File: src/bus_config.svh
`ifndef BUS_CONFIG_SVH
`define BUS_CONFIG_SVH

// bus geometry
`define ADDR_WIDTH   32
`define DATA_WIDTH   32
`define BE_WIDTH     (`DATA_WIDTH/8)

// 8192 words per lane, 32 KB in total
`define RAM_AW       13

// address map
`define RAM_BASE     32'h0000_0000
`define TIMER_BASE   32'h0001_0000
`define REGION_MASK  32'hFFFF_8000   // 32 KB regions

`endif

File: src/periph_bus_if.sv
`timescale 1ns/1ns
`include "bus_config.svh"

interface periph_bus_if;

    // command side
    logic                   enable;     // must drop between commands
    logic                   wr_en;
    logic [`ADDR_WIDTH-1:0] addr;
    logic [`DATA_WIDTH-1:0] wdata;
    logic [`BE_WIDTH-1:0]   be;

    // response side
    logic                   ready;
    logic [`DATA_WIDTH-1:0] rdata;
    logic                   irq;
    logic                   bus_err;    // only valid with ready

    modport host (
        output enable, wr_en, addr, wdata, be,
        input  ready, rdata, irq, bus_err
    );

    modport periph (
        input  enable, wr_en, addr, wdata, be,
        output ready, rdata, irq, bus_err
    );

endinterface

File: src/bus_decoder.sv
`timescale 1ns/1ns
`include "bus_config.svh"

module bus_decoder
(
    input  logic         clk,
    input  logic         rst_n,
    periph_bus_if.periph host,
    periph_bus_if.host   ram,
    periph_bus_if.host   tmr
);

    logic sel_ram;
    logic sel_tmr;
    logic unm_ack;   // answer for addresses nobody owns

    assign sel_ram = (host.addr & `REGION_MASK) == `RAM_BASE;
    assign sel_tmr = (host.addr & `REGION_MASK) == `TIMER_BASE;

    // command fields go to both, enable only to the owner
    assign ram.enable = host.enable && sel_ram;
    assign ram.wr_en  = host.wr_en;
    assign ram.addr   = host.addr;
    assign ram.wdata  = host.wdata;
    assign ram.be     = host.be;

    assign tmr.enable = host.enable && sel_tmr;
    assign tmr.wr_en  = host.wr_en;
    assign tmr.addr   = host.addr;
    assign tmr.wdata  = host.wdata;
    assign tmr.be     = host.be;

    always_ff @(posedge clk)
    begin
        if (!rst_n || !host.enable)
            unm_ack <= 1'b0;
        else if (!sel_ram && !sel_tmr)
            unm_ack <= 1'b1;
    end

    always_comb
    begin
        if (sel_ram)
        begin
            host.ready   = ram.ready;
            host.rdata   = ram.rdata;
            host.bus_err = ram.bus_err;
        end
        else if (sel_tmr)
        begin
            host.ready   = tmr.ready;
            host.rdata   = tmr.rdata;
            host.bus_err = tmr.bus_err;
        end
        else
        begin
            host.ready   = unm_ack;
            host.rdata   = '0;
            host.bus_err = unm_ack;   // unmapped is always an error
        end
    end

    assign host.irq = ram.irq | tmr.irq;

endmodule

File: src/flat_wrapper.sv
// flat-port wrapper written by rule: the top's interface ports become plain ports
module bus_decoder_flat 
  (clk, rst_n, host_enable, host_wr_en, host_addr, host_wdata, host_be, host_ready, host_rdata, host_irq, host_bus_err, ram_enable, ram_wr_en, ram_addr, ram_wdata, ram_be, ram_ready, ram_rdata, ram_irq, ram_bus_err, tmr_enable, tmr_wr_en, tmr_addr, tmr_wdata, tmr_be, tmr_ready, tmr_rdata, tmr_irq, tmr_bus_err);
  periph_bus_if host_i ();
  periph_bus_if ram_i ();
  periph_bus_if tmr_i ();
  input  logic clk;
  input  logic rst_n;
  input wire logic [$bits(host_i.enable)-1:0] host_enable;
  input wire logic [$bits(host_i.wr_en)-1:0] host_wr_en;
  input wire logic [$bits(host_i.addr)-1:0] host_addr;
  input wire logic [$bits(host_i.wdata)-1:0] host_wdata;
  input wire logic [$bits(host_i.be)-1:0] host_be;
  output wire logic [$bits(host_i.ready)-1:0] host_ready;
  output wire logic [$bits(host_i.rdata)-1:0] host_rdata;
  output wire logic [$bits(host_i.irq)-1:0] host_irq;
  output wire logic [$bits(host_i.bus_err)-1:0] host_bus_err;
  output wire logic [$bits(ram_i.enable)-1:0] ram_enable;
  output wire logic [$bits(ram_i.wr_en)-1:0] ram_wr_en;
  output wire logic [$bits(ram_i.addr)-1:0] ram_addr;
  output wire logic [$bits(ram_i.wdata)-1:0] ram_wdata;
  output wire logic [$bits(ram_i.be)-1:0] ram_be;
  input wire logic [$bits(ram_i.ready)-1:0] ram_ready;
  input wire logic [$bits(ram_i.rdata)-1:0] ram_rdata;
  input wire logic [$bits(ram_i.irq)-1:0] ram_irq;
  input wire logic [$bits(ram_i.bus_err)-1:0] ram_bus_err;
  output wire logic [$bits(tmr_i.enable)-1:0] tmr_enable;
  output wire logic [$bits(tmr_i.wr_en)-1:0] tmr_wr_en;
  output wire logic [$bits(tmr_i.addr)-1:0] tmr_addr;
  output wire logic [$bits(tmr_i.wdata)-1:0] tmr_wdata;
  output wire logic [$bits(tmr_i.be)-1:0] tmr_be;
  input wire logic [$bits(tmr_i.ready)-1:0] tmr_ready;
  input wire logic [$bits(tmr_i.rdata)-1:0] tmr_rdata;
  input wire logic [$bits(tmr_i.irq)-1:0] tmr_irq;
  input wire logic [$bits(tmr_i.bus_err)-1:0] tmr_bus_err;
  assign host_i.enable = host_enable;
  assign host_i.wr_en = host_wr_en;
  assign host_i.addr = host_addr;
  assign host_i.wdata = host_wdata;
  assign host_i.be = host_be;
  assign host_ready = host_i.ready;
  assign host_rdata = host_i.rdata;
  assign host_irq = host_i.irq;
  assign host_bus_err = host_i.bus_err;
  assign ram_enable = ram_i.enable;
  assign ram_wr_en = ram_i.wr_en;
  assign ram_addr = ram_i.addr;
  assign ram_wdata = ram_i.wdata;
  assign ram_be = ram_i.be;
  assign ram_i.ready = ram_ready;
  assign ram_i.rdata = ram_rdata;
  assign ram_i.irq = ram_irq;
  assign ram_i.bus_err = ram_bus_err;
  assign tmr_enable = tmr_i.enable;
  assign tmr_wr_en = tmr_i.wr_en;
  assign tmr_addr = tmr_i.addr;
  assign tmr_wdata = tmr_i.wdata;
  assign tmr_be = tmr_i.be;
  assign tmr_i.ready = tmr_ready;
  assign tmr_i.rdata = tmr_rdata;
  assign tmr_i.irq = tmr_irq;
  assign tmr_i.bus_err = tmr_bus_err;
  bus_decoder u_core (.clk(clk), .rst_n(rst_n), .host(host_i), .ram(ram_i), .tmr(tmr_i));
endmodule
File: config.mk
export PLATFORM = sky130hd
export DESIGN_NAME = bus_decoder_flat
export DESIGN_NICKNAME = d
export VERILOG_FILES = /design/src/periph_bus_if.sv /design/src/bus_decoder.sv /design/src/flat_wrapper.sv
export VERILOG_INCLUDE_DIRS = /design/src
export SDC_FILE = /design/constraint.sdc
export NUM_CORES = 1
export LEC_CHECK = 0
export BUFFER_PORTS_ARGS = -buffer_cell sky130_fd_sc_hd__clkbuf_2
export CORE_AREA = 2 2 123 125
export CTS_CLUSTER_DIAMETER = 30
export DETAILED_ROUTE_END_ITERATION = 7
export DIE_AREA = 0 0 125 127
export PLACE_DENSITY = 0.51
export SYNTH_ARGS = -nofsm -noshare
export SYNTH_HDL_FRONTEND = slang
export SYNTH_SLANG_ARGS = --single-unit
File: constraint.sdc
create_clock -name clk -period 1.8 [get_ports clk]
set_input_delay 0.27 -clock clk [delete_from_list [all_inputs] [get_ports clk]]
set_output_delay 0.27 -clock clk [all_outputs]
set_load 0.02 [all_outputs]
==> metrics.md <==
| Metric | Value |
|---|---|
| Design Area, Final | `1740 um^2` |
| Synth warnings | `0` |
| Via density | `approximately 3.0` |
| Post-Synthesis Cells | `225` |
| Main synth FF type | `dfxtp_1` |
| Max Slew Vio Count | `0` |
| MaxCap Viol Count | `0` |
| Hold WC Path Type | `in -> reg` |
| F_max | `577.9 MHz` |
| # fillers | `1693` |
| Area leader, netlist | `buf_4` |
| Most frequent cell after synthesis | `buf_4` |
| Hold path depth | `2` |
| Port bufs | `160` |
| Arr. time, crit path | `1460 ps` |
| Nets | `389` |
| DR WL/cell | `10.05 um` |
| Core area | `14420 um^2` |
| Gpl congestion | `between 0.7 and 0.8` |
| First-pass iteration count of the detailed router | `4` |
| Tightest Pin Transition | `280.5 ps` |
| Internal power component | `roughly 170 uW` |
| Max reg flops | `1` |
| Largest registers | `u_core.unm_ack x1` |
| Avg Inst Size Synth | `7.630 um^2` |
| Async SR Flop Fraction | `0%` |
| Remaining routing DRC violations | `0` |
| Ranking of synthesized cells by area | `buf_4 (60%), mux2i_1 (19%), nor2_1 (7.0%)` |
| DP Area | `1714 um^2` |
| Worst setup SP type | `primary input` |
| CP required | `1530 ps` |
| DP HPWL | `3953 um` |
| Unrepaired setup endpoints after global routing | `yes` |
| Period utilization | `96.14%` |
| Clock Pin Slew Worst Setup and Hold Paths | `0 ps` |
| Initial Util | `11.90%` |
| Register area | `between 20 and 25 um^2` |
| Rows | `44` |
| Global route total overflow | `0` |
| Part of the power in the clock network | `0%` |
| Peak VDD IR | `119.9 uV` |
| Ports | `around 320` |
| #FFs+latches synth | `1` |
| Die ar. | `15880 um^2` |
| FF-to-FF setup slack | `1130 ps` |
| Non-filler instance count after layout | `429` |
| Antenna violations before repair | `0` |
| Gr usage total | `between 4 and 5%` |
| Synth Cell Area | `1717 um^2` |
| Max Clock Skew | `0 ps` |
| Max_slew headroom | `81.16%` |
| Final Hold Fails | `0` |
| Setup WS post-layout | `69.56 ps` |
| Synth top area share | `around 60%` |
| Final antenna diode count | `0` |
| Largest Register | `u_core.unm_ack` |
| First-pass GRT wire length | `between 6000 and 7000 um` |
| R2R cell count | `1` |
| Via count | `1272` |
| Worst Path Max Fanout | `6` |
| Post-place setup slack | `6.836 ps` |
| Largest net degree at the start of global routing | `25` |
| Final setup fails | `0` |
| Area of the multi-input gates | `618.1 um^2` |
| Number of global-route vias before repair | `1177` |
| Horiz. Die Dim | `125 um` |
| Syn nets | `between 300 and 400` |
| Synth cell types | `13` |
| Layout cells sized above 1 | `70.61%` |
| # hold bufs at CTS | `0` |
| Cell Pwr Density | `189.9 nW/um^2` |
| Area grow syn2layout | `1.385%` |
| Post-synthesis sequential area ratio | `1.166%` |
| Total wire length | `4310 um` |
| Remaining antenna violation count | `0` |
| Commonest cells in the netlist | `buf_4 (138), mux2i_1 (32), nor2_1 (32), buf_2 (7), nor4_4 (4)` |
| Min cycle time layout | `between 1500 and 2000 ps` |
| Status | `finished clean` |
| Switch Pwr | `162.9 uW` |
| CP Capture Type | `output port` |
| Switching Share | `about half` |
| Comb pwr share | `92.3%` |
| WS Path Type | `in -> out` |
| Leakage power | `about 1.0 nW` |
| Clk_lat worst skew | `0 ps` |
| Post-synth EDFFs | `0` |
| Placed cell count | `429` |
| Sequential power share | `7.7%` |
| Iter 0 DRT Violations | `21` |
| Die Y | `127 um` |
-- final cells by class --
type,instances,share of cell area (%)
inverter,2,0.4313
multi-input combinational,77,35.51
sequential,1,1.150
tap,184,13.23
timing repair buffer,165,49.68
-- power by group through the flow --
stage	Clock [mW]	Sequential, mW	Combinational (mW)
after global placement	0	0.0251	0.307
after detailed placement	0	0.0252	0.309
after floorplan	0	0.0244	0.531
after CTS	0	0.0252	0.310
final	0	0.0254	0.305
after global routing	0	0.0254	0.329
-- cells in the final DEF, fill, tap and decap left out --
master,count
clkbuf_2,151
mux2i_1,32
nor2_1,32
buf_4,7
buf_2,5
nor4_4,4
inv_1,2
nor3_1,2
mux2_2,2
mux2_1,2
nand4_4,1
or2_2,1
o211a_1,1
buf_6,1
buf_12,1
dfxtp_1,1
-- logic make-up (layout without fill, tap and decap cells) --
logic type,after synthesis,in the layout,share of synthesized area [%]
and+or+nand+nor,40,40,14.14
AOI/OAI and AO/OA,1,1,0.5831
muxes,36,36,21.28
DFF,1,1,1.166
buffers and inverters,147,167,62.83
-- per-stage QoR --
stage | hold slack, ps | utilization [%] | total power [mW] | setup TNS, ps
final | 504.0 | 12.07 | 0.3305 | 0
after global routing | 515.5 | 12.07 | 0.3547 | -46.90
after CTS | 509.4 | 11.88 | 0.3349 | 0
after detailed placement | 509.4 | 11.88 | 0.3339 | 0
after global placement | 511.7 | 11.88 | 0.3320 | 0
after floorplan | 403.4 | - | 0.5556 | 0
-- repair_timing --
item / in CTS / in global routing
hold endpoints to repair: 0 / 0
resized for setup: 0 / 17
buffers inserted: 0 / 0
endpoints found under the setup margin: 0 / 27
-- routing by layer --
metal	track usage [%]	up-vias	part of all wire [%]	routed length, um
li1	-	625	-	-
met1	4.920	542	34	1485
met2	8.792	87	52	2246
met3	1.340	18	11	463
met4	1.634	0	2.6	114
met5	0	-	0	0
-- critical path, cell delays in order --
cell and delay, ps:
clkbuf_2 130, nor4_4 330, nand4_4 210, mux2_1 360, clkbuf_2 160
-- worst paths after layout --
path | from | end
worst max-delay path | host_addr[22] | host_ready
worst min-delay path | rst_n | u_core.unm_ack$_SDFFE_PP0P_
worst max register to register | u_core.unm_ack$_SDFFE_PP0P_ | u_core.unm_ack$_SDFFE_PP0P_
worst min register to register | u_core.unm_ack$_SDFFE_PP0P_ | u_core.unm_ack$_SDFFE_PP0P_
Note: power is estimated with default switching activity, not from simulation.
