===== config.mk =====
export PLATFORM = sky130hd
export DESIGN_NAME = bus_timer_flat
export DESIGN_NICKNAME = d
export VERILOG_FILES = /design/src/bus_pkg.sv /design/src/periph_pkg.sv /design/src/periph_bus_if.sv /design/src/bus_timer.sv /design/src/flat_wrapper.sv
export VERILOG_INCLUDE_DIRS = /design/src
export SDC_FILE = /design/constraint.sdc
export NUM_CORES = 1
export LEC_CHECK = 0
export BUFFER_PORTS_ARGS = -buffer_cell sky130_fd_sc_hd__buf_2
export CORE_AREA = 3 3 123 125
export DETAILED_ROUTE_END_ITERATION = 16
export DIE_AREA = 0 0 126 128
export SYNTH_ARGS = -nofsm -noshare
export SYNTH_HDL_FRONTEND = slang
export SYNTH_SLANG_ARGS = --single-unit

===== constraint.sdc =====
create_clock -name clk -period 4.58 [get_ports clk]
set_input_delay 0.916 -clock clk [delete_from_list [all_inputs] [get_ports clk]]
set_output_delay 0.916 -clock clk [all_outputs]
set_load 0.05 [all_outputs]

===== src/bus_config.svh =====
`ifndef BUS_CONFIG_SVH
`define BUS_CONFIG_SVH

// bus geometry
`define ADDR_WIDTH   32
`define DATA_WIDTH   32
`define BE_WIDTH     (`DATA_WIDTH/8)

// 8192 words per lane, 32 KB in total
`define RAM_AW       13

// address map
`define RAM_BASE     32'h0000_0000
`define TIMER_BASE   32'h0001_0000
`define REGION_MASK  32'hFFFF_8000   // 32 KB regions

`endif


===== src/bus_pkg.sv =====
package bus_pkg;

    // access size as seen on the byte enables
    typedef enum logic [3:0] {
        SZ_BAD  = 4'b0000,   // anything not listed below
        SZ_BYTE = 4'b0001,
        SZ_HALF = 4'b0011,
        SZ_WORD = 4'b1111
    } access_size_e;

    // two-phase command handling in the peripherals
    typedef enum logic {
        ISSUE  = 1'b0,
        RETIRE = 1'b1
    } cmd_state_e;

    function automatic access_size_e size_of(input logic [3:0] be);
        case (be)
            4'b0001: return SZ_BYTE;
            4'b0011: return SZ_HALF;
            4'b1111: return SZ_WORD;
            default: return SZ_BAD;
        endcase
    endfunction

endpackage


===== src/periph_pkg.sv =====
package periph_pkg;

    // timer register word offsets, low address byte
    typedef enum logic [7:0] {
        TMR_CTRL    = 8'h00,
        TMR_COUNT   = 8'h04,
        TMR_COMPARE = 8'h08,
        TMR_STATUS  = 8'h0C
    } timer_reg_e;

    // TMR_CTRL bits
    localparam int CTRL_RUN_BIT = 0;

    // TMR_STATUS bits, write 1 to clear
    localparam int STAT_PEND_BIT = 0;

endpackage


===== src/periph_bus_if.sv =====
`timescale 1ns/1ns
`include "bus_config.svh"

interface periph_bus_if;

    // command side
    logic                   enable;     // must drop between commands
    logic                   wr_en;
    logic [`ADDR_WIDTH-1:0] addr;
    logic [`DATA_WIDTH-1:0] wdata;
    logic [`BE_WIDTH-1:0]   be;

    // response side
    logic                   ready;
    logic [`DATA_WIDTH-1:0] rdata;
    logic                   irq;
    logic                   bus_err;    // only valid with ready

    modport host (
        output enable, wr_en, addr, wdata, be,
        input  ready, rdata, irq, bus_err
    );

    modport periph (
        input  enable, wr_en, addr, wdata, be,
        output ready, rdata, irq, bus_err
    );

endinterface


===== src/bus_timer.sv =====
`timescale 1ns/1ns
`include "bus_config.svh"

module bus_timer
(
    input  logic         clk,
    input  logic         rst_n,
    periph_bus_if.periph bus
);

    logic                   ready;
    logic                   err;
    logic                   run;
    logic                   pending;
    logic                   wr_strobe;
    logic [`DATA_WIDTH-1:0] count;
    logic [`DATA_WIDTH-1:0] compare;
    logic [`DATA_WIDTH-1:0] rd_val;
    logic [`DATA_WIDTH-1:0] rdata;
    bus_pkg::cmd_state_e    state;
    periph_pkg::timer_reg_e ofs;

    assign ofs = periph_pkg::timer_reg_e'(bus.addr[7:0]);

    // register writes land in the retire cycle
    assign wr_strobe = bus.enable && !ready && bus.wr_en && (state == bus_pkg::RETIRE);

    always_comb
    begin
        rd_val = '0;
        case (ofs)
            periph_pkg::TMR_CTRL:    rd_val[periph_pkg::CTRL_RUN_BIT] = run;
            periph_pkg::TMR_COUNT:   rd_val = count;
            periph_pkg::TMR_COMPARE: rd_val = compare;
            periph_pkg::TMR_STATUS:  rd_val[periph_pkg::STAT_PEND_BIT] = pending;
            default:                 rd_val = '0;   // hole in the map
        endcase
    end

    always_ff @(posedge clk)
    begin
        if (!rst_n)
        begin
            ready   <= 1'b0;
            err     <= 1'b0;
            state   <= bus_pkg::ISSUE;
            run     <= 1'b0;
            pending <= 1'b0;
            count   <= '0;
            compare <= '0;
        end
        else
        begin
            if (bus.enable && !ready)
            begin
                if (state == bus_pkg::ISSUE)
                begin
                    if (bus_pkg::size_of(bus.be) != bus_pkg::SZ_WORD)
                    begin
                        err   <= 1'b1;   // word access only
                        ready <= 1'b1;
                    end
                    else
                    begin
                        state <= bus_pkg::RETIRE;
                    end
                end
                else
                begin
                    ready <= 1'b1;
                end
            end
            else if (!bus.enable)
            begin
                ready <= 1'b0;
                err   <= 1'b0;
                state <= bus_pkg::ISSUE;
            end

            if (wr_strobe && ofs == periph_pkg::TMR_CTRL)
                run <= bus.wdata[periph_pkg::CTRL_RUN_BIT];
            if (wr_strobe && ofs == periph_pkg::TMR_COMPARE)
                compare <= bus.wdata;

            if (wr_strobe && ofs == periph_pkg::TMR_COUNT)
                count <= bus.wdata;
            else if (run)
                count <= count + 1'b1;

            // a fresh match wins over a clear in the same cycle
            if (run && count == compare)
                pending <= 1'b1;
            else if (wr_strobe && ofs == periph_pkg::TMR_STATUS
                     && bus.wdata[periph_pkg::STAT_PEND_BIT])
                pending <= 1'b0;
        end
    end

    always_ff @(posedge clk)
    begin
        if (bus.enable && !ready && !bus.wr_en && state == bus_pkg::RETIRE)
        begin
            rdata <= rd_val;
        end
    end

    assign bus.ready   = ready;
    assign bus.bus_err = err;
    assign bus.rdata   = rdata;
    assign bus.irq     = pending;

endmodule


===== src/flat_wrapper.sv =====
// flat-port wrapper written by rule: the top's interface ports become plain ports
module bus_timer_flat 
  (clk, rst_n, bus_enable, bus_wr_en, bus_addr, bus_wdata, bus_be, bus_ready, bus_rdata, bus_irq, bus_bus_err);
  periph_bus_if bus_i ();
  input  logic clk;
  input  logic rst_n;
  input wire logic [$bits(bus_i.enable)-1:0] bus_enable;
  input wire logic [$bits(bus_i.wr_en)-1:0] bus_wr_en;
  input wire logic [$bits(bus_i.addr)-1:0] bus_addr;
  input wire logic [$bits(bus_i.wdata)-1:0] bus_wdata;
  input wire logic [$bits(bus_i.be)-1:0] bus_be;
  output wire logic [$bits(bus_i.ready)-1:0] bus_ready;
  output wire logic [$bits(bus_i.rdata)-1:0] bus_rdata;
  output wire logic [$bits(bus_i.irq)-1:0] bus_irq;
  output wire logic [$bits(bus_i.bus_err)-1:0] bus_bus_err;
  assign bus_i.enable = bus_enable;
  assign bus_i.wr_en = bus_wr_en;
  assign bus_i.addr = bus_addr;
  assign bus_i.wdata = bus_wdata;
  assign bus_i.be = bus_be;
  assign bus_ready = bus_i.ready;
  assign bus_rdata = bus_i.rdata;
  assign bus_irq = bus_i.irq;
  assign bus_bus_err = bus_i.bus_err;
  bus_timer u_core (.clk(clk), .rst_n(rst_n), .bus(bus_i));
endmodule

==> impl_metrics.sql, run 1 <==
INSERT INTO impl_metrics (metric_group, metric, value, unit) VALUES
('floorplanning', 'die_h', '128', 'um'),
('clock_tree', 'maximum_buffer_depth_of_the_clock_tree', '2', ''),
('global_routing', 'grt_remaining_overflow', '0', ''),
('sta', 'fin_tns_setup', '0', 'ps'),
('global_routing', 'met2_usage', '0.242', ''),
('critical_path', 'required_time_at_the_worst_slack_endpoint', '4750', 'ps'),
('floorplanning', 'initial_core_util', '0.351', ''),
('critical_path', 'worst_path_largest_cell_delay', '1180', 'ps'),
('yosys', 'ys_types', '41', ''),
('sta', 'finalCritPeriodShare', '0.671', ''),
('power', 'ir_drop', '0.166', 'mV'),
('sta', 'holdWs', '480', 'ps'),
('yosys', 'synth.yosys.seq_area_share', '0.477', ''),
('global_routing', 'grt_busiest_layer', 'met2', ''),
('power', 'net_load_switching_power', '0.000370', 'W'),
('route', 'first_pass_iteration_count_of_the_detailed_router', '5', ''),
('sta', 'final_max_slew_viol_count', '0', ''),
('yosys', 'ys.warnings.count', '0', ''),
('clock_tree', 'post_cts.repair.setup_buffers', '0', ''),
('floorplanning', 'chipWidth', '126', 'um'),
('critical_path', 'cells_along_the_critical_path', 'buf_2, or4_1, or4_2, o21ai_0, a31oi_1', ''),
('layout', 'layout.nets', '608', ''),
('power', 'part_of_the_total_power_dissipated_in_combinational_logic', '0.034', ''),
('placed_design', 'gp_congestion', '0.835', ''),
('critical_path', 'worstReg2RegStart', 'u_core.bus.ready$_SDFFE_PN0P_', ''),
('power', 'power.sequential.fraction', '0.523', ''),
('global_routing', 'track_usage', '0.155', ''),
('critical_path', 'regToRegSetupSlack', '2240', 'ps'),
('floorplanning', 'fp.dieArea', '16100', 'sq um'),
('power', 'internal-power', '0.00139', 'W'),
('sta', 'rsz0062_at_grt', 'false', ''),
('layout', 'instances_no_fill', '720', ''),
('floorplanning', 'core_footprint', '14000', 'sq um'),
('critical_path', 'cp.arrival', '3240', 'ps'),
('route', 'dr_total_vias', '3757', ''),
('global_routing', 'antenna_found_initial', '0', ''),
('min_path', 'hold_crit_path_type', 'reg -> reg', ''),
('floorplanning', 'floorplan.rows', '43', ''),
('run', 'drv.max_cap_violation_count', '0', ''),
('critical_path', 'critical_path.startpoint', 'bus_addr[5]', ''),
('clock_tree', 'post_cts_resized', '0', ''),
('sta', 'max_slew_headroom_at_the_worst_pin', '0.263', ''),
('global_routing', 'grtUsageMet3', '0.0379', ''),
('layout', 'final_layout_size_suffix_gt1_frac', '0.211', ''),
('critical_path', 'endpoint', 'u_core.count[27]$_SDFFE_PN0P_', ''),
('yosys', 'synth_enable_flop_cells', '32', ''),
('run_status', 'status', 'completed', ''),
('yosys', 'synth_async_sr_flop_share', '0', ''),
('clock_tree', 'clk_pin_slew_worst_paths', '70', 'ps'),
('sta', 'worst_margin_slew', '1110', 'ps'),
('placed_design', 'hpwl', '8.35', 'mm'),
('power', 'overall_power_after_layout', '0.00176', 'W'),
('critical_path', 'critPathTopFamily', 'simple AND/OR/NAND/NOR gates', ''),
('floorplanning', 'io_pins', '107', ''),
('route', 'drt-vias-per-instance', '5.22', ''),
('yosys', 'syn_area_per_cell', '10.3', 'sq um'),
('critical_path', 'slowest_stage', 'or4_2', ''),
('critical_path', 'crit_buf_inv', '1', ''),
('route', 'drt_wl_total', '12.3', 'mm'),
('route', 'routed_wire_length_per_instance', '17.1', 'um'),
('yosys', 'synth_flop_cell', 'dfxtp_1', ''),
('power', 'total_leakage_power', '2.33', 'nW'),
('sta', 'fin_worst_skew', '6.62', 'ps'),
('clock_tree', 'root_buffer_cell', 'clkbuf_16', ''),
('power', 'power.density', '309', 'nW/um^2'),
('yosys', 'ffs_latches_synth', '101', ''),
('route', 'drt_drc_violations_left', '0', ''),
('critical_path', 'critical_path_depth', '5', ''),
('critical_path', 'worst-path-max-fanout', '65', ''),
('critical_path', 'worstSetupStartpointType', 'input pin', ''),
('clock_tree', 'post_cts_hold_buffer_count', '0', '');
==> kinds of logic (layout without fill, tap and decap cells) <==
family,count (synthesis),after routing,synth area share
flip-flops,101,101,0.477
multiplexers,34,34,0.0719
XOR/XNOR,59,59,0.105
buffers and inverters,43,106,0.0454
adder cells (fa/ha/maj),1,1,0.00255
AO/OA/AOI/OAI,91,91,0.130
AND/OR/NAND/NOR,148,148,0.168
==> worst min-delay path, delay by kind of cell, from the launching register on <==
kind | cells | cell delay, ps
AOI/OAI and AO/OA | 1 | 40
and+or+nand+nor | 1 | 70
DFF | 1 | 330
==> cells in the mapped netlist (all sizes together), types with 2 or more instances <==
cell type,count,area share
nand3,13,0.013
and3,2,0.0025
or2,3,0.0038
a22o,31,0.056
edfxtp,32,0.20
nand4,16,0.020
inv,3,0.0023
a21oi,19,0.019
or4,5,0.0079
nand2,26,0.020
xnor2,29,0.052
and4,6,0.011
nor2,17,0.013
buf,12,0.013
or3,3,0.0038
xor2,30,0.054
o211a,10,0.020
clkbuf,28,0.030
nor4,12,0.015
dfxtp,69,0.28
mux2i,33,0.067
o21ai,24,0.024
nor2b,32,0.041
nor3,8,0.0082
nand2b,2,0.0025
a31oi,4,0.0051
==> layout make-up <==
class                           count  area (sq um)
Multi-Input combinational cell    333          2360
Fill cell                        1414          8300
Tap cell                          180           225
Clock inverter                      2          11.3
Inverter                            3          11.3
Sequential cell                   101          2340
Timing Repair Buffer               87           448
Clock buffer                       14           295
==> power by group through the flow <==
| stage | registers (W) | logic [W] | clock network [W] |
|---|---|---|---|
| floorplan | 0.000947 | 0.0000191 | 0 |
| global placement | 0.000940 | 0.0000596 | 0 |
| detailed placement | 0.000940 | 0.0000603 | 0 |
| CTS | 0.000920 | 0.0000605 | 0.000796 |
| global route | 0.000920 | 0.0000667 | 0.000837 |
| finish | 0.000920 | 0.0000601 | 0.000780 |
==> metrics by stage <==
| step | utilization | setup WS (ps) | instance area (sq um) |
|---|---|---|---|
| global route | 0.407 | 1340 | 5690 |
| finish | 0.407 | 1510 | 5690 |
| detailed placement | 0.385 | 1180 | 5380 |
| CTS | 0.407 | 1550 | 5690 |
| global placement | 0.385 | 1220 | 5380 |
| floorplan | - | 954 | 4910 |
==> routing by layer <==
| layer | vias to the layer above | wire (um) |
|---|---|---|
| met1 | 1810 | 5890 |
| met2 | 94 | 5670 |
| met5 | - | 0 |
| li1 | 1843 | - |
| met3 | 10 | 608 |
| met4 | 0 | 146 |
==> how the worst min path moves through the flow <==
stage	end	slack [ps]	start	cells past startpoint
floorplan	u_core.count[30]$_SDFFE_PN0P_	470	u_core.count[30]$_SDFFE_PN0P_	1
global placement	u_core.bus.bus_err$_SDFFE_PN0P_	470	u_core.bus.bus_err$_SDFFE_PN0P_	2
detailed placement	u_core.bus.bus_err$_SDFFE_PN0P_	460	u_core.bus.bus_err$_SDFFE_PN0P_	2
CTS	u_core.bus.bus_err$_SDFFE_PN0P_	490	u_core.bus.bus_err$_SDFFE_PN0P_	2
global route	u_core.bus.bus_err$_SDFFE_PN0P_	550	u_core.bus.bus_err$_SDFFE_PN0P_	2
finish	u_core.bus.bus_err$_SDFFE_PN0P_	480	u_core.bus.bus_err$_SDFFE_PN0P_	2
==> sequential cells by signal (all words and copies together) (netlist names) <==
| register | cells |
|---|---|
| u_core.bus.rdata | 32 |
| u_core.compare | 32 |
| u_core.count | 32 |
| u_core.bus.bus_err | 1 |
| u_core.bus.irq | 1 |
| u_core.bus.ready | 1 |
| u_core.run | 1 |
| u_core.state | 1 |
==> cell usage in the layout (no fill, tap or decap), drive strengths merged, types with 12 or more instances in the layout <==
cell / n
xor2: 30
a21oi: 19
nor4: 12
dfxtp: 69
nand2: 26
xnor2: 29
nand4: 16
edfxtp: 32
buf: 87
mux2i: 33
o21ai: 24
clkbuf: 14
a22o: 31
nor2: 17
nand3: 13
nor2b: 32
Power figures use the tool's default switching activity.
==> run 2, diff against run 1 <==
==> constraint.sdc (replaced) <==
create_clock -name clk -period 2.9 [get_ports clk]
set_input_delay 0.58 -clock clk [delete_from_list [all_inputs] [get_ports clk]]
set_output_delay 0.58 -clock clk [all_outputs]
set_load 0.05 [all_outputs]
==> run 2 against run 1 <==
Compared with the run above:
- clock power increased by 58%
- count of clock-buffer cells in the layout fell by 5
- first-iteration DRC count decreased by 18%
- routed wire length down 1.1%
- sequential power rose by 58%
- combinational power rose by 58%
- die area unchanged
- critical path type is now reg -> reg
==> impl_metrics.sql, run 2 (synthesized netlist as in run 1, its figures left out) <==
INSERT INTO impl_metrics (metric_group, metric, value, unit) VALUES
('route', 'ant_nets', '0', ''),
('clock_tree', 'post_cts_resized', '0', ''),
('floorplanning', 'floorplan.rows', '43', ''),
('clock_tree', 'clk_latency', '340', 'ps'),
('power', 'power.sequential.fraction', '0.523', ''),
('power', 'power.density', '484', 'nW/um^2'),
('placed_design', 'hpwl', '8.56', 'mm'),
('sta', 'worst_margin_slew', '626', 'ps'),
('min_path', 'hold_crit_path_type', 'reg -> reg', ''),
('layout', 'final_cell_mix', 'buf_2 (82), dfxtp_1 (69), mux2i_1 (33)', ''),
('power', 'internal-power', '0.00217', 'W'),
('sta', 'rsz0062_at_grt', 'false', ''),
('layout', 'layout_commonest_cell', 'buf_2', ''),
('route', 'dr_total_vias', '3778', ''),
('sta', 'finalCritPeriodShare', '0.803', ''),
('clock_tree', 'clock_sink_count', '101', ''),
('clock_tree', 'post_cts_hold_buffer_count', '0', ''),
('critical_path', 'cp.arrival', '2600', 'ps'),
('layout', 'antennaDiodeCount', '0', ''),
('route', 'drt_wl_total', '12.2', 'mm'),
('floorplanning', 'core_footprint', '14000', 'sq um'),
('clock_tree', 'cts_inserted_buffers', '9', ''),
('sta', 'fin_worst_skew', '9.74', 'ps'),
('sta', 'final_period_minus_worst_setup_slack', '2330', 'ps'),
('critical_path', 'worstSetupStartpointType', 'flip-flop', ''),
('route', 'first_pass_iteration_count_of_the_detailed_router', '5', ''),
('route', 'routed_wire_length_per_instance', '16.8', 'um'),
('min_path', 'min_path_cells', '2', ''),
('sta', 'final_max_slew_viol_count', '0', ''),
('route', 'drt_iter0_markers', '223', ''),
('route', 'drt-vias-per-instance', '5.22', ''),
('placed_design', 'gp_congestion', '0.836', ''),
('placed_design', 'port_buffers', '82', ''),
('global_routing', 'track_usage', '0.151', ''),
('clock_tree', 'root_buffer_cell', 'clkbuf_16', ''),
('power', 'ir_drop', '0.286', 'mV'),
('power', 'net_load_switching_power', '0.000608', 'W'),
('run_status', 'status', 'completed', ''),
('placed_design', 'pre_cts_slack', '292', 'ps'),
('critical_path', 'worstSetupEndpointType', 'flip-flop', ''),
('clock_tree', 'tritoncts', 'yes', ''),
('floorplanning', 'chipWidth', '126', 'um'),
('floorplanning', 'fp.dieArea', '16100', 'sq um'),
('route', 'drt_drc_violations_left', '0', ''),
('critical_path', 'critPathKind', 'reg -> reg', ''),
('layout', 'top_regs', 'u_core.bus.rdata: 32 flops, u_core.compare: 32 flops, u_core.count: 32 flops', ''),
('sta', 'max_slew_headroom_at_the_worst_pin', '0.582', ''),
('clock_tree', 'post_cts.repair.setup_buffers', '0', ''),
('clock_tree', 'clk_pin_slew_worst_paths', '70', 'ps'),
('global_routing', 'number_of_global_route_vias_before_repair', '3717', ''),
('sta', 'report.final.hold_viol_count', '0', ''),
('floorplanning', 'initial_core_util', '0.351', ''),
('critical_path', 'rr_worst_depth', '5', ''),
('power', 'part_of_the_total_power_dissipated_in_combinational_logic', '0.034', ''),
('layout', 'layout.nets', '612', ''),
('layout', 'final_area', '5740', 'sq um'),
('global_routing', 'antenna_found_initial', '0', ''),
('sta', 'fin_tns_setup', '0', 'ps'),
('floorplanning', 'die_h', '128', 'um'),
('global_routing', 'grt_remaining_overflow', '0', ''),
('clock_tree', 'maximum_buffer_depth_of_the_clock_tree', '2', ''),
('layout', 'final_layout_size_suffix_gt1_frac', '0.219', ''),
('placed_design', 'post_dp_cell_area', '5430', 'sq um'),
('global_routing', 'grt_first_pass_wirelength', '19.4', 'mm'),
('global_routing', 'grt_max_degree', '66', ''),
('sta', 'post-route-worst-setup-slack', '572', 'ps'),
('run', 'drv.max_cap_violation_count', '0', ''),
('clock_tree', 'cts_max_level', '3', ''),
('power', 'power_frac_clock', '0.443', ''),
('power', 'total_leakage_power', '2.35', 'nW'),
('power', 'power.switching_fraction', '0.219', ''),
('sta', 'setup_violations', '0', ''),
('floorplanning', 'io_pins', '107', ''),
('critical_path', 'regToRegSetupSlack', '570', 'ps'),
('layout', 'area_growth_syn_to_layout', '16.9', '%'),
('critical_path', 'worst-path-max-fanout', '7', ''),
('sta', 'maxClockFrequency', '430', 'MHz'),
('critical_path', 'required_time_at_the_worst_slack_endpoint', '3170', 'ps');
[run 2: routing by layer]
metal	up-vias	share of wire	track usage
met5	-	0	0
met4	0	0.0090	0.0473
met3	11	0.052	0.0254
met2	107	0.47	0.242
met1	1816	0.47	0.209
li1	1844	-	-
[run 2: worst paths after layout]
kind	endpoint	from
min	u_core.bus.bus_err$_SDFFE_PN0P_	u_core.bus.bus_err$_SDFFE_PN0P_
max	u_core.count[31]$_SDFFE_PN0P_	u_core.count[15]$_SDFFE_PN0P_
max reg2reg	u_core.count[31]$_SDFFE_PN0P_	u_core.count[15]$_SDFFE_PN0P_
min reg2reg	u_core.bus.bus_err$_SDFFE_PN0P_	u_core.bus.bus_err$_SDFFE_PN0P_
[run 2: critical path: stages (launching register included)]
cell,delay [ps]
dfxtp_1,480
nand3_1,140
or2_0,380
or4_1,700
or3_1,390
a31oi_1,160
[run 2: final cells by class]
cell class	instances	area [sq um]
timing repair buffer	91	490
clock inverter	7	81.3
tap	180	225
clock buffer	9	225
multi-input combinational	333	2360
inverter	3	11.3
sequential	101	2340
fill	1373	8250
[run 2: power groups by stage]
stage | Sequential [W] | Clock (W) | Combinational [W]
floorplan | 0.00150 | 0 | 0.0000302
global placement | 0.00149 | 0 | 0.0000940
detailed placement | 0.00149 | 0 | 0.0000960
CTS | 0.00145 | 0.00125 | 0.0000964
global route | 0.00145 | 0.00132 | 0.000105
finish | 0.00145 | 0.00123 | 0.0000950
[run 2: per-stage QoR]
step / hold WS, ps / instances / utilization / total power (W)
after floorplan: 469 / 477 / - / 0.00153
after global placement: 453 / 708 / 0.388 / 0.00158
after detailed placement: 485 / 708 / 0.388 / 0.00158
after CTS: 491 / 724 / 0.410 / 0.00280
after global routing: 501 / 724 / 0.410 / 0.00288
final: 494 / 724 / 0.410 / 0.00278
==> run 3, diff against run 2 <==
==> constraint.sdc (replaced) <==
create_clock -name clk -period 1.9 [get_ports clk]
set_input_delay 0.38 -clock clk [delete_from_list [all_inputs] [get_ports clk]]
set_output_delay 0.38 -clock clk [all_outputs]
set_load 0.05 [all_outputs]
==> run 3 against run 2 <==
Compared with the run above:
- die area is the same
- sequential power rose by 53%
- combinational power up 64%
- first-iteration DRC count up 14%
- clock skew down 2.3 ps
- final area increased by 9.1%
- count of clock-buffer cells in the layout up 4
- via count rose by 6.1%
- non-clock buffer count is 55 higher
- maximum frequency increased by 23%
- core utilization up 3.7 points
- routed wire length is 6.7% higher
==> impl_metrics.sql, run 3 (synthesized netlist as in run 1, its figures left out) <==
INSERT INTO impl_metrics (metric_group, metric, value, unit) VALUES
('run_status', 'status', 'completed', ''),
('clock_tree', 'clk_pin_slew_worst_paths', '70', 'ps'),
('route', 'drt_wl_total', '13.0', 'mm'),
('power', 'power.sequential.fraction', '0.551', ''),
('global_routing', 'grtUsageMet3', '0.0300', ''),
('global_routing', 'grt_max_degree', '41', ''),
('critical_path', 'worstReg2RegStart', 'u_core.count[12]$_SDFFE_PN0P_', ''),
('route', 'drt-vias-per-instance', '5.15', ''),
('placed_design', 'gp_congestion', '0.891', ''),
('sta', 'setup_violations', '0', ''),
('global_routing', 'number_of_global_route_vias_before_repair', '3965', ''),
('route', 'drt_drc_violations_left', '0', ''),
('run', 'drv.max_cap_violation_count', '0', ''),
('route', 'routed_wire_length_per_instance', '16.7', 'um'),
('clock_tree', 'maximum_buffer_depth_of_the_clock_tree', '2', ''),
('global_routing', 'grt_first_pass_wirelength', '20.6', 'mm'),
('global_routing', 'grt_busiest_layer', 'met2', ''),
('critical_path', 'critPathKind', 'reg -> reg', ''),
('global_routing', 'met2_usage', '0.257', ''),
('global_routing', 'track_usage', '0.163', ''),
('global_routing', 'global_route.usage.met1', '0.219', ''),
('sta', 'fin_worst_skew', '7.41', 'ps'),
('power', 'power.density', '642', 'nW/um^2'),
('critical_path', 'critical_path.startpoint', 'u_core.count[12]$_SDFFE_PN0P_', ''),
('power', 'part_of_the_total_power_dissipated_in_combinational_logic', '0.039', ''),
('layout', 'antennaDiodeCount', '0', ''),
('placed_design', 'hpwl', '9.35', 'mm'),
('floorplanning', 'core_footprint', '14000', 'sq um'),
('layout', 'area_growth_syn_to_layout', '27.6', '%'),
('power', 'power_frac_clock', '0.410', ''),
('clock_tree', 'root_buffer_cell', 'clkbuf_16', ''),
('layout', 'final_layout_size_suffix_gt1_frac', '0.318', ''),
('sta', 'report.final.hold_viol_count', '0', ''),
('sta', 'fin_tns_setup', '0', 'ps'),
('critical_path', 'cp.arrival', '2150', 'ps'),
('sta', 'final_period_minus_worst_setup_slack', '1900', 'ps'),
('global_routing', 'antenna_found_initial', '0', ''),
('clock_tree', 'tritoncts', 'yes', ''),
('power', 'ir_drop', '0.309', 'mV'),
('clock_tree', 'cts_max_level', '3', ''),
('layout', 'layout.nets', '667', ''),
('sta', 'max_slew_headroom_at_the_worst_pin', '0.722', ''),
('critical_path', 'required_time_at_the_worst_slack_endpoint', '2150', 'ps'),
('sta', 'finalCritPeriodShare', '0.998', ''),
('sta', 'worst_margin_slew', '417', 'ps'),
('critical_path', 'regToRegSetupSlack', '3', 'ps'),
('power', 'overall_power_after_layout', '0.00402', 'W'),
('power', 'net_load_switching_power', '0.000861', 'W'),
('route', 'dr_total_vias', '4007', ''),
('global_routing', 'grt_remaining_overflow', '0', ''),
('clock_tree', 'clock_sink_count', '101', ''),
('placed_design', 'port_buffers', '82', ''),
('power', 'power.switching_fraction', '0.214', ''),
('floorplanning', 'chipWidth', '126', 'um'),
('layout', 'fin_util', '0.448', ''),
('layout', 'final_cell_mix', 'buf_2 (82), dfxtp_1 (60), buf_4 (57)', ''),
('clock_tree', 'clk_latency', '350', 'ps'),
('sta', 'final_max_slew_viol_count', '0', ''),
('layout', 'layout_commonest_cell', 'buf_2', ''),
('clock_tree', 'cts_inserted_buffers', '9', ''),
('route', 'drt_iter0_markers', '255', ''),
('floorplanning', 'floorplan.rows', '43', ''),
('power', 'internal-power', '0.00316', 'W'),
('floorplanning', 'fp.dieArea', '16100', 'sq um'),
('sta', 'rsz0062_at_grt', 'true', ''),
('route', 'ant_nets', '0', ''),
('critical_path', 'worstSetupEndpointType', 'flip-flop', ''),
('min_path', 'min_from', 'bus_wdata[5]', ''),
('min_path', 'hold_crit_path_type', 'in -> reg', ''),
('critical_path', 'worst-path-max-fanout', '4', ''),
('floorplanning', 'io_pins', '107', ''),
('layout', 'top_regs', 'u_core.bus.rdata: 32 flops, u_core.compare: 32 flops, u_core.count: 32 flops', ''),
('sta', 'maxClockFrequency', '527', 'MHz'),
('route', 'first_pass_iteration_count_of_the_detailed_router', '5', ''),
('floorplanning', 'die_h', '128', 'um'),
('floorplanning', 'initial_core_util', '0.351', ''),
('critical_path', 'worstSetupStartpointType', 'flip-flop', ''),
('power', 'total_leakage_power', '2.65', 'nW');
[run 3: cell count changes in the layout (fill, tap and decap cells not counted), moves of 3 or more]
| cell | delta |
|---|---|
| buf_12 | +4 |
| buf_4 | +49 |
| clkbuf_1 | +4 |
| dfxtp_1 | -9 |
| dfxtp_2 | +8 |
| inv_6 | -3 |
| nor4_1 | -5 |
| nor4_2 | +5 |
| o21ai_0 | -5 |
| o21ai_1 | +5 |
| or4_1 | -3 |
| or4_4 | +5 |
[run 3: cell type report]
cell class	count	area, sq um
multi-input cells	333	2460
clock buffers	13	240
clock inverters	2	11.3
repair buffers	146	961
well taps	180	225
inverters	3	11.3
flip-flops and latches	101	2360
fillers	1390	7730
[run 3: final timing paths]
check        depth (start not counted)                         endpoint
max reg2reg                          5      u_core.bus.irq$_SDFFE_PN0P_
max                                  5      u_core.bus.irq$_SDFFE_PN0P_
min reg2reg                          2  u_core.bus.bus_err$_SDFFE_PN0P_
min                                  2     u_core.count[5]$_SDFFE_PN0P_
[run 3: critical path, stage by stage, from the launching register on]
cell	delay, ps
dfxtp_1	430
xor2_1	100
nor4_1	350
nand4_1	180
or4_4	460
o41ai_4	290
[run 3: power by group through the flow]
stage / Sequential (W) / Clock, W / Combinational, W
after floorplan: 0.00228 / 0 / 0.0000474
after global placement: 0.00226 / 0 / 0.000153
after detailed placement: 0.00227 / 0 / 0.000156
after CTS: 0.00222 / 0.00170 / 0.000157
after global routing: 0.00221 / 0.00180 / 0.000170
final: 0.00222 / 0.00165 / 0.000156
[run 3: per-stage QoR]
| stage | std cells | hold slack (ps) | area [sq um] | setup WS (ps) |
|---|---|---|---|---|
| global placement | 761 | 449 | 5890 | -225 |
| floorplan | 477 | 469 | 4980 | -145 |
| global route | 778 | 279 | 6260 | -102 |
| finish | 778 | 284 | 6260 | 3.18 |
| CTS | 776 | 274 | 6210 | -72.5 |
| detailed placement | 761 | 482 | 5890 | -258 |
[run 3: repair_timing]
item                       in CTS  in global routing
pin swaps                       6                  3
resized for setup              14                 12
hold buffers                    0                  0
setup endpoints to repair      10                 12
buffers inserted                1                  2
[run 3: per-layer routing]
layer | part of all wire | vias to the layer above
met5 | 0 | -
met4 | 0.021 | 0
met3 | 0.040 | 17
met2 | 0.47 | 95
met1 | 0.47 | 1932
li1 | - | 1963
